<file path="src/map.hex">
// tile index per 16x16 tile, 30 columns per line, 20 lines top to bottom
// 1-7 floor, 8 and above walls, border tiles are 9
9 9 9 9 9 9 9 9 9 9 9 9 9 9 9 9 9 9 9 9 9 9 9 9 9 9 9 9 9 9
9 4 5 6 7 1 2 3 4 5 6 7 1 2 3 4 5 6 7 1 2 3 4 5 6 7 1 2 3 9
9 6 7 1 2 3 4 5 6 7 1 2 3 4 5 6 7 1 2 3 4 5 6 7 1 2 3 4 5 9
9 1 2 3 4 5 6 7 1 2 3 4 5 6 7 1 2 3 4 5 6 7 1 2 3 4 5 6 7 9
9 3 4 5 6 7 1 2 3 4 8 a 7 1 2 3 4 5 6 7 1 2 3 4 5 6 7 1 2 9
9 5 6 7 1 2 3 4 5 6 8 a 2 3 4 5 6 7 1 2 3 4 5 6 7 1 2 3 4 9
9 7 1 2 3 4 5 6 7 1 8 a 4 5 6 7 1 2 3 4 5 6 7 1 2 3 4 5 6 9
9 2 3 4 5 6 7 1 2 3 4 5 6 7 1 2 3 4 5 6 7 1 2 3 4 5 6 7 1 9
9 4 5 6 7 1 2 3 4 5 6 7 1 2 3 4 5 6 7 1 2 3 4 5 6 7 1 2 3 9
9 6 7 1 2 3 4 5 6 7 1 2 3 4 5 6 7 1 2 3 4 5 6 7 1 2 3 4 5 9
9 1 2 3 4 5 6 7 1 2 3 4 5 6 7 1 2 3 4 5 6 7 1 2 3 4 5 6 7 9
9 3 4 5 6 7 1 2 3 4 5 6 7 1 2 3 4 5 6 7 1 2 3 4 5 6 7 1 2 9
9 5 6 7 1 2 3 4 5 6 7 1 2 3 4 5 6 7 1 2 3 4 5 6 7 1 2 3 4 9
9 7 1 2 3 4 5 6 7 1 2 3 4 5 6 7 1 2 3 4 5 6 7 1 2 3 4 5 6 9
9 2 3 4 5 6 7 1 2 3 4 5 6 7 1 2 3 4 5 6 7 1 2 3 4 5 6 7 1 9
9 4 5 6 7 1 2 3 4 5 6 7 1 2 3 4 5 6 7 1 2 3 4 5 6 7 1 2 3 9
9 6 7 1 2 3 4 5 6 7 1 2 3 4 5 6 7 1 2 3 4 5 6 7 1 2 3 4 5 9
9 1 2 3 4 5 6 7 1 2 3 4 5 6 7 1 2 3 4 5 6 7 1 2 3 4 5 6 7 9
9 3 4 5 6 7 1 2 3 4 5 6 7 1 2 3 4 5 6 7 1 2 3 4 5 6 7 1 2 9
9 9 9 9 9 9 9 9 9 9 9 9 9 9 9 9 9 9 9 9 9 9 9 9 9 9 9 9 9 9

</file>
<file path="src/sprite.hex">
// palette index per sprite pixel, two 8-pixel rows per line
// frames in order left, right, up, down, 4 lines each, index 0 is transparent
0 0 0 c c c 0 0 0 0 c f f f c 0
0 c 5 f f f c 0 c 5 5 f f f c 0
0 c 5 f f f c 0 0 0 c f f f c 0
0 0 0 c c c 0 0 0 0 0 6 0 6 0 0
0 0 c c c 0 0 0 0 c f f f c 0 0
0 c f f f 5 c 0 0 c f f f 5 5 c
0 c f f f 5 c 0 0 c f f f c 0 0
0 0 c c c 0 0 0 0 0 6 0 6 0 0 0
0 0 0 c c 0 0 0 0 0 c 5 5 c 0 0
0 c 5 5 5 5 c 0 0 c f f f f c 0
0 c f f f f c 0 0 c f f f f c 0
0 0 c c c c 0 0 0 0 6 0 0 6 0 0
0 0 c c c c 0 0 0 c f f f f c 0
0 c f f f f c 0 0 c f f f f c 0
0 c 5 5 5 5 c 0 0 0 c 5 5 c 0 0
0 0 0 c c 0 0 0 0 0 6 0 0 6 0 0

</file>
<file path="src/rtl/mapPkg.sv">
// shared geometry, palette and direction types for the tiled map view
// imported by every RTL block of the scrolling map path
// all screen coordinates are VGA pixels, map coordinates are map pixels
package mapPkg;

	// ----------------------------------------
	// coordinate and index widths
	localparam int CamW      = 10;
	localparam int TileIdxW  = 4;
	localparam int TileAddrW = 10;

	// screen window, map shown at 2x
	localparam logic [CamW-1:0] ScreenWinX0 = 10'd80;
	localparam logic [CamW-1:0] ScreenWinY0 = 10'd80;
	localparam logic [CamW-1:0] ScreenWinW  = 10'd480;
	localparam logic [CamW-1:0] ScreenWinH  = 10'd320;

	// map and tiles
	localparam logic [CamW-1:0] MapW     = 10'd480;
	localparam logic [CamW-1:0] MapH     = 10'd320;
	localparam int              TileSize = 16;
	localparam int              TilesX   = MapW / TileSize;
	localparam int              TilesY   = MapH / TileSize;

	// camera is the top-left map pixel of the visible 240x160 region
	localparam logic [CamW-1:0] CamXMin   = 10'd0;
	localparam logic [CamW-1:0] CamXMax   = MapW - ScreenWinW / 2;
	localparam logic [CamW-1:0] CamYMin   = 10'd0;
	localparam logic [CamW-1:0] CamYMax   = MapH - ScreenWinH / 2;
	localparam logic [CamW-1:0] CamXReset = 10'd16;
	localparam logic [CamW-1:0] CamYReset = 10'd0;

	// player sprite, fixed at screen centre, 8x8 frames drawn 16x16
	localparam logic [CamW-1:0] SpriteCenterX = 10'd320;
	localparam logic [CamW-1:0] SpriteCenterY = 10'd240;
	localparam logic [CamW-1:0] SpriteHalf    = 10'd8;
	localparam logic [CamW-1:0] SpriteMapOffX = (SpriteCenterX - ScreenWinX0) / 2;
	localparam logic [CamW-1:0] SpriteMapOffY = (SpriteCenterY - ScreenWinY0) / 2;

	// collision
	localparam logic [CamW-1:0]     ProbeDist     = 10'd4;
	localparam logic [TileIdxW-1:0] WallTileFirst = 4'd8;

	// ----------------------------------------
	// colours and keys
	typedef logic [3:0] colorT;

	localparam colorT TransparentIdx = 4'd0;

	// 12-bit RGB, red in the top nibble
	localparam logic [11:0] Palette [16] = '{
		12'h000, 12'h4A3, 12'h6C4, 12'hDC8, 12'hEEB, 12'hF66, 12'hFC6, 12'h36A,
		12'h777, 12'h555, 12'h853, 12'h642, 12'h24B, 12'h146, 12'hAAA, 12'hFFF
	};

	localparam logic [7:0] KeyA = 8'h04;
	localparam logic [7:0] KeyD = 8'h07;
	localparam logic [7:0] KeyW = 8'h1A;
	localparam logic [7:0] KeyS = 8'h16;

	typedef enum logic [2:0] {
		dirNone,
		dirLeft,
		dirRight,
		dirUp,
		dirDown
	} dirT;

	// row-major tile address of a map pixel
	function automatic logic [TileAddrW-1:0] tileAddrOf(input logic [CamW-1:0] px,
	                                                    input logic [CamW-1:0] py);
		logic [TileAddrW-1:0] col;
		logic [TileAddrW-1:0] row;
		col = TileAddrW'(px / TileSize);
		row = TileAddrW'(py / TileSize);
		return TileAddrW'(row * TilesX) + col;
	endfunction

endpackage
</file>
<file path="src/rtl/colorMapperTop.sv">
// top level of the scrolling map view
// keys steer the camera once per frame, the composer draws every clock
`timescale 1ns/1ps

module colorMapperTop (
	input  logic       clk,
	input  logic       Reset,
	input  logic [7:0] keycode,
	input  logic       frameTick,
	input  logic [9:0] DrawX,
	input  logic [9:0] DrawY,
	input  logic       displayOn,
	output logic [7:0] Red,
	output logic [7:0] Green,
	output logic [7:0] Blue
);
	import mapPkg::*;

	dirT                  moveDir;
	dirT                  facing;
	logic [CamW-1:0]      camX;
	logic [CamW-1:0]      camY;
	logic [TileAddrW-1:0] probeAddr;
	logic [TileAddrW-1:0] pixAddr;
	logic [TileIdxW-1:0]  probeTile;
	logic [TileIdxW-1:0]  pixTile;

	// ----------------------------------------
	// decode and camera
	keyDecode uKeyDecode (
		.keycode (keycode),
		.moveDir (moveDir)
	);

	scrollExecute uScrollExecute (
		.clk       (clk),
		.Reset     (Reset),
		.frameTick (frameTick),
		.moveDir   (moveDir),
		.probeTile (probeTile),
		.probeAddr (probeAddr),
		.camX      (camX),
		.camY      (camY),
		.facing    (facing)
	);

	// ----------------------------------------
	// map memory and pixel path
	tileMapRom uTileMapRom (
		.clk       (clk),
		.pixAddr   (pixAddr),
		.probeAddr (probeAddr),
		.pixTile   (pixTile),
		.probeTile (probeTile)
	);

	pixelComposer uPixelComposer (
		.clk       (clk),
		.Reset     (Reset),
		.DrawX     (DrawX),
		.DrawY     (DrawY),
		.displayOn (displayOn),
		.camX      (camX),
		.camY      (camY),
		.facing    (facing),
		.pixTile   (pixTile),
		.pixAddr   (pixAddr),
		.Red       (Red),
		.Green     (Green),
		.Blue      (Blue)
	);

endmodule

</file>
<file path="src/rtl/pixelComposer.sv">
// two-stage pixel pipeline for the map view
// stage 1 maps the draw position into the map and the sprite box
// stage 2 picks sprite or tile colour through the palette
// RGB follows the sampled draw position by two clocks
`timescale 1ns/1ps

module pixelComposer (
	input  logic                         clk,
	input  logic                         Reset,
	input  logic [9:0]                   DrawX,
	input  logic [9:0]                   DrawY,
	input  logic                         displayOn,
	input  logic [mapPkg::CamW-1:0]      camX,
	input  logic [mapPkg::CamW-1:0]      camY,
	input  mapPkg::dirT                  facing,
	input  logic [mapPkg::TileIdxW-1:0]  pixTile,
	output logic [mapPkg::TileAddrW-1:0] pixAddr,
	output logic [7:0]                   Red,
	output logic [7:0]                   Green,
	output logic [7:0]                   Blue
);
	import mapPkg::*;

	// four 8x8 frames, left right up down
	colorT spriteMem [256];

	logic [CamW-1:0] mapX;
	logic [CamW-1:0] mapY;
	logic [CamW-1:0] sprOffX;
	logic [CamW-1:0] sprOffY;
	logic            inWin;
	logic            inSprite;
	logic [1:0]      frameSel;
	logic [7:0]      sprAddr;

	// stage 1 registers
	logic            winQ;
	logic            sprOnQ;
	logic            dispQ;
	logic [7:0]      sprAddrQ;

	colorT           sprIdx;
	logic [11:0]     rgb;

	initial begin
		$readmemh("/design/src/sprite.hex", spriteMem);
	end

	// ----------------------------------------
	// stage 1, window and map position
	assign inWin = (DrawX >= ScreenWinX0) && (DrawX < ScreenWinX0 + ScreenWinW) &&
	               (DrawY >= ScreenWinY0) && (DrawY < ScreenWinY0 + ScreenWinH);

	// two screen pixels per map pixel
	assign mapX = ((DrawX - ScreenWinX0) >> 1) + camX;
	assign mapY = ((DrawY - ScreenWinY0) >> 1) + camY;

	// tile read is registered inside the ROM
	// park the address at 0 outside the window
	assign pixAddr = inWin ? tileAddrOf(mapX, mapY) : '0;

	// sprite box, 16x16 screen pixels around the centre
	assign inSprite = (DrawX >= SpriteCenterX - SpriteHalf) &&
	                  (DrawX < SpriteCenterX + SpriteHalf) &&
	                  (DrawY >= SpriteCenterY - SpriteHalf) &&
	                  (DrawY < SpriteCenterY + SpriteHalf);

	assign sprOffX = DrawX - (SpriteCenterX - SpriteHalf);
	assign sprOffY = DrawY - (SpriteCenterY - SpriteHalf);

	// frame order matches sprite.hex
	always_comb begin
		case (facing)
			dirLeft:  frameSel = 2'd0;
			dirRight: frameSel = 2'd1;
			dirUp:    frameSel = 2'd2;
			default:  frameSel = 2'd3;
		endcase
	end

	// frame * 64 + row * 8 + col, row and col halved for 2x
	assign sprAddr = {frameSel, sprOffY[3:1], sprOffX[3:1]};

	always_ff @(posedge clk or posedge Reset) begin
		if (Reset) begin
			winQ   <= 1'b0;
			sprOnQ <= 1'b0;
			dispQ  <= 1'b0;
		end else begin
			winQ   <= inWin;
			sprOnQ <= inSprite;
			dispQ  <= displayOn;
		end
	end

	always_ff @(posedge clk) begin
		sprAddrQ <= sprAddr;
	end

	// ----------------------------------------
	// stage 2, colour select
	assign sprIdx = spriteMem[sprAddrQ];

	// sprite over tile, index 0 lets the tile through
	always_comb begin
		if (!dispQ || !winQ) begin
			rgb = 12'h000;
		end else if (sprOnQ && (sprIdx != TransparentIdx)) begin
			rgb = Palette[sprIdx];
		end else begin
			rgb = Palette[pixTile];
		end
	end

	// 4-bit palette channels widened to 8 bits
	always_ff @(posedge clk or posedge Reset) begin
		if (Reset) begin
			Red   <= 8'h00;
			Green <= 8'h00;
			Blue  <= 8'h00;
		end else begin
			Red   <= {rgb[11:8], 4'b0000};
			Green <= {rgb[7:4], 4'b0000};
			Blue  <= {rgb[3:0], 4'b0000};
		end
	end

endmodule

</file>
<file path="src/rtl/tileMapRom.sv">
// tile map memory, 30x20 tile indices loaded from map.hex
// pixel port is a registered read for the display pipeline
// probe port reads asynchronously for the collision check
`timescale 1ns/1ps

module tileMapRom (
	input  logic                         clk,
	input  logic [mapPkg::TileAddrW-1:0] pixAddr,
	input  logic [mapPkg::TileAddrW-1:0] probeAddr,
	output logic [mapPkg::TileIdxW-1:0]  pixTile,
	output logic [mapPkg::TileIdxW-1:0]  probeTile
);
	import mapPkg::*;

	// one entry per tile, row-major
	logic [TileIdxW-1:0] tileMem [TilesX*TilesY];

	initial begin
		$readmemh("/design/src/map.hex", tileMem);
	end

	// ----------------------------------------
	// pixel port
	// one cycle latency, acts as the first pipeline stage of the composer
	always_ff @(posedge clk) begin
		pixTile <= tileMem[pixAddr];
	end

	// ----------------------------------------
	// collision port
	// same cycle, camera logic decides before the frame tick edge
	assign probeTile = tileMem[probeAddr];

endmodule

</file>
<file path="src/rtl/scrollExecute.sv">
// camera update for the map view, one map pixel per frame tick
// checks the map bounds and the tile just ahead of the sprite
// also holds the sprite facing, which follows every requested move
`timescale 1ns/1ps

module scrollExecute (
	input  logic                         clk,
	input  logic                         Reset,
	input  logic                         frameTick,
	input  mapPkg::dirT                  moveDir,
	input  logic [mapPkg::TileIdxW-1:0]  probeTile,
	output logic [mapPkg::TileAddrW-1:0] probeAddr,
	output logic [mapPkg::CamW-1:0]      camX,
	output logic [mapPkg::CamW-1:0]      camY,
	output mapPkg::dirT                  facing
);
	import mapPkg::*;

	logic [CamW-1:0] centreX;
	logic [CamW-1:0] centreY;
	logic [CamW-1:0] probeX;
	logic [CamW-1:0] probeY;
	logic            atEdge;
	logic            isWall;
	logic            blocked;

	// ----------------------------------------
	// collision probe
	// sprite centre in map pixels
	assign centreX = camX + SpriteMapOffX;
	assign centreY = camY + SpriteMapOffY;

	// probe point and bound check per direction
	always_comb begin
		probeX = centreX;
		probeY = centreY;
		atEdge = 1'b0;
		case (moveDir)
			dirLeft: begin
				probeX = centreX - ProbeDist;
				atEdge = (camX == CamXMin);
			end
			dirRight: begin
				probeX = centreX + ProbeDist;
				atEdge = (camX == CamXMax);
			end
			dirUp: begin
				probeY = centreY - ProbeDist;
				atEdge = (camY == CamYMin);
			end
			dirDown: begin
				probeY = centreY + ProbeDist;
				atEdge = (camY == CamYMax);
			end
			default: begin
				atEdge = 1'b0;
			end
		endcase
	end

	// probe never leaves the map, the centre sits well inside
	assign probeAddr = tileAddrOf(probeX, probeY);

	// upper half of the tile set is solid
	assign isWall  = (probeTile >= WallTileFirst);
	assign blocked = atEdge | isWall;

	// ----------------------------------------
	// camera and facing registers
	always_ff @(posedge clk or posedge Reset) begin
		if (Reset) begin
			camX   <= CamXReset;
			camY   <= CamYReset;
			facing <= dirDown;
		end else if (frameTick) begin
			// turn even when the step is refused
			if (moveDir != dirNone) begin
				facing <= moveDir;
			end
			if (!blocked) begin
				case (moveDir)
					dirLeft: begin
						camX <= camX - 1'b1;
					end
					dirRight: begin
						camX <= camX + 1'b1;
					end
					dirUp: begin
						camY <= camY - 1'b1;
					end
					dirDown: begin
						camY <= camY + 1'b1;
					end
					default: begin
						camX <= camX;
					end
				endcase
			end
		end
	end

endmodule

</file>
<file path="src/rtl/keyDecode.sv">
// keyboard decode stage of the map view
// turns the raw USB keycode into a movement direction, combinational
`timescale 1ns/1ps

module keyDecode (
	input  logic [7:0]  keycode,
	output mapPkg::dirT moveDir
);
	import mapPkg::*;

	// ----------------------------------------
	// WASD lookup
	// only single keys move the camera
	always_comb begin
		case (keycode)
			KeyA: begin
				moveDir = dirLeft;
			end
			KeyD: begin
				moveDir = dirRight;
			end
			KeyW: begin
				moveDir = dirUp;
			end
			KeyS: begin
				moveDir = dirDown;
			end
			// anything else, including no key
			default: begin
				moveDir = dirNone;
			end
		endcase
	end

endmodule

</file>
<file path="config.mk">
export PLATFORM = sky130hd
export DESIGN_NAME = colorMapperTop
export DESIGN_NICKNAME = d
export VERILOG_FILES = /design/src/rtl/mapPkg.sv /design/src/rtl/colorMapperTop.sv /design/src/rtl/pixelComposer.sv /design/src/rtl/tileMapRom.sv /design/src/rtl/scrollExecute.sv /design/src/rtl/keyDecode.sv
export SDC_FILE = /design/constraint.sdc
export NUM_CORES = 1
export LEC_CHECK = 0
export BUFFER_PORTS_ARGS = -buffer_cell sky130_fd_sc_hd__buf_2
export CAP_MARGIN = 20
export CORE_AREA = 2 2 39 41
export CTS_CLUSTER_SIZE = 25
export DETAILED_ROUTE_END_ITERATION = 16
export DIE_AREA = 0 0 41 43
export GPL_TIMING_DRIVEN = 1
export PLACE_DENSITY = 0.76
export RECOVER_POWER = 100
export SKIP_CTS_REPAIR_TIMING = 1
export SLEW_MARGIN = 15
export SYNTH_ARGS = -nofsm -noshare
export SYNTH_HDL_FRONTEND = slang
export SYNTH_SLANG_ARGS = --single-unit
</file>
<file path="constraint.sdc">
create_clock -name clk -period 1.1 [get_ports clk]
set_input_delay 0.11 -clock clk [delete_from_list [all_inputs] [get_ports clk]]
set_output_delay 0.11 -clock clk [all_outputs]
set_load 0.01 [all_outputs]
</file>
==> results <==
- The flow ran to the end, and the final reports show no timing, DRC or antenna violations.
- The startpoint type of the worst setup path is an input pin.
- The HPWL after detailed placement is 441 um.
- The clock latency on the worst-skew pair is 0.23 ns.
- The layout has 161 filler cells.
- The final worst-path setup slack is 0.142 ns.
- The number of hold violations in the final report is 0.
- Once placement finished, the instance area stood at 344 sq um.
- Counting I/O delays and the setup requirement, the final critical path takes 0.958 ns.
- The capture point of the critical path is uPixelComposer.winQ.
- In this run the worst hold path is classified as input pin to flip-flop.
- For flop-to-flop paths, the worst setup slack is 0.50 ns.
- The height of the die is 43 um.
- The mean area per synthesized cell is 8.79 sq um.
- The critical path starts at DrawX[5].
- The worst path required time is 1.19 ns.
- The total buffers and inverters traversed by the critical path is 1.
- The Yosys step of the flow raised 0 warnings.
- The first-pass GRT wire length is 738 um.
- Dividing the final minimum period by the clock period gives 0.870.
- The boundary pin count is 56.
- The count of unique library cells instantiated by Yosys is 12.
- Measured on the finished design, the core utilization comes to 0.269.
- The final number of setup-violating endpoints is 0.
- The pin count of the biggest net entering global routing is 13.
- 0 antenna diodes ended up in the layout.
- The maximum vdd drop is 0.575 mV.
- Setup repair after global routing left no endpoint under its margin.
- For the final database, setup skew stands at 0.00103 ns.
- The worst setup slack before clock tree synthesis is -0.0100 ns.
- After routing the design area is 373 sq um.
- Counting flops and latches in the post-synthesis netlist gives 3.
- The core region area is 1380 sq um.
- The max capacitance violation total is 0.
- The floorplan die width is 41 um.
- The library cell used most frequently in the layout, excluding fill and tap cells, is sky130_fd_sc_hd__buf_2.
- The endpoint class of the critical path is a flip-flop.
- The largest fanout on the critical path is 2.
- Clock-pin slew was measured on the worst setup and hold paths at 0.04 ns.
- The initial antenna violation count was 0.
- The count of unresolved DRC violations after routing is 0.
- Relative to the synthesized area, the layout overhead comes to 14.6%.
- The number of global-route vias before repair is 197.
- For this design the ratio of total power to cell area is 1080 nW/um^2.
- The finished layout holds 73 standard cells, fillers aside.
- Routability-driven placement finished with a final weighted congestion of 0.672.
- After synthesis the cells add up to 325 sq um.
- The root buffer selected by CTS is sky130_fd_sc_hd__clkbuf_4.
- The number of iterations in the first detailed-routing pass is 2.
- The CTS sink count is 3.
- After the last flow step, the layout net total stands at 90.
- The TritonCTS clock tree is done.
- Summed over all layers, the global routing overflow is 0.
- The total vias in the final route is 268.
- The number of H-tree levels is 1.
- The CTS buffer count is 3.
- Walking the worst path, the cells encountered are buf_2 -> a2111o_1 -> a2111oi_0.
- The ratio of routed vias to standard cells is 3.67.
- By startpoint and endpoint, the worst setup path is classified as input pin to flip-flop.
- The floorplan die area is 1760 sq um.
- The portion of the post-synthesis area used by sequential elements is 0.231.
- The clock passes through at most 2 buffers.
- The leakage power figure is 0.199 nW.
- The count of input and output buffers is 26.
- The global-route usage over all layers is 0.0655.
- The count of placed standard cells including taps is 67.
- Leaving out fill and tap cells, the most frequent cells in the layout are 16 x sky130_fd_sc_hd__buf_2, 12 x sky130_fd_sc_hd__conb_1, 11 x sky130_fd_sc_hd__clkbuf_1.
- On the worst path, the slowest cell contributes a delay of 0.44 ns.
- The family with the most delay on the worst path is compound AO/OA/AOI/OAI gates.
- The iteration-0 DRC count of the detailed router is 4.
- The maximum clock frequency is 1.04 GHz.
- The number of cells traversed by the worst register-to-register path is 1.
- The critical path arrival is 1.05 ns.
- The cell count after synthesis is 37.
- In this run the critical register-to-register path is captured at uPixelComposer.Red[6].
- The number of max-slew violations in the final report is 0.
- Counting buffers and inverters, the worst setup path is 3 cells deep.
- Dividing the detail-routed wire length by the instance count gives 7.44 um.
- The startpoint identified for the worst register-to-register timing path is uPixelComposer.dispQ.
- The fraction of layout instances using a drive strength above 1 is 0.351.
- For this block, the routed nets add up to 543 um of wire.
- The number of nets with antenna violations after routing is 0.
- The starting density of the core is 0.235.
- The initialized floorplan defines 14 standard-cell rows.
- The highest-delay cell along the critical path is sky130_fd_sc_hd__a2111oi_0.
## cell families (layout without fill, tap and decap cells)
logic type	after synthesis	after routing	synth area share
flip-flops	3	3	0.231
other	1	12	0.0115
AO/OA/AOI/OAI	6	6	0.169
buffers and inverters	24	33	0.542
AND/OR/NAND/NOR	3	3	0.0461
## sequential cells by signal (all words and copies together) (netlist names)
name / cells
uPixelComposer.dispQ: 1
uPixelComposer.winQ: 1
uPixelComposer.Red: 1
## area by class of cell
type	instances	area, sq um	area share
Timing Repair Buffer	28	138	0.369
Multi-Input combinational cell	21	109	0.292
Sequential cell	3	76.3	0.205
Clock buffer	4	26.3	0.0705
Tap cell	16	20.0	0.0537
Inverter	1	3.75	0.0101
## synthesized netlist by cell type, drive strengths merged
cell type  number  area share
buf            23        0.53
dfrtp           3        0.23
o21ai           2       0.031
a2111o          1       0.035
a2111oi         1       0.046
a22o            1       0.027
and2            1       0.019
conb            1       0.012
inv             1       0.012
nor2            1       0.012
nor3            1       0.015
o311a           1       0.031
## per-layer routing
layer,up-vias,routed length [um],share of wire,track usage
met4,0,0,0,0.0200
met1,107,179,0.33,0.0649
met3,0,125,0.23,0.0628
met2,33,238,0.44,0.0938
met5,-,0,0,0
li1,128,-,-,-
## worst min-delay path by stage
stage | startpoint | cells past startpoint | end | slack [ns]
floorplan | Reset | 1 | uPixelComposer.Red[6] | -0.14
global placement | Reset | 2 | uPixelComposer.dispQ | -0.02
detailed placement | Reset | 2 | uPixelComposer.winQ | -0.02
CTS | Reset | 2 | uPixelComposer.Red[6] | -0.26
global route | DrawY[9] | 2 | uPixelComposer.winQ | 0.04
finish | DrawY[9] | 2 | uPixelComposer.winQ | 0.04
## power breakdown
group	total, mW	internal [mW]	switching (mW)
clock	0.193	0.136	0.0574
combinational	0.0899	0.0376	0.0523
sequential	0.121	0.117	0.00436
total	0.404	0.290	0.114
## metrics by stage
| stage | setup TNS (ns) | hold slack (ns) | total power [mW] |
|---|---|---|---|
| after floorplan | 0 | -0.136 | 0.220 |
| after global placement | -0.00785 | -0.0218 | 0.212 |
| after detailed placement | -0.0100 | -0.0169 | 0.214 |
| after CTS | 0 | -0.264 | 0.412 |
| after global routing | 0 | 0.0402 | 0.445 |
| final | 0 | 0.0436 | 0.404 |
No activity file was read; power rests on OpenSTA's default activity.
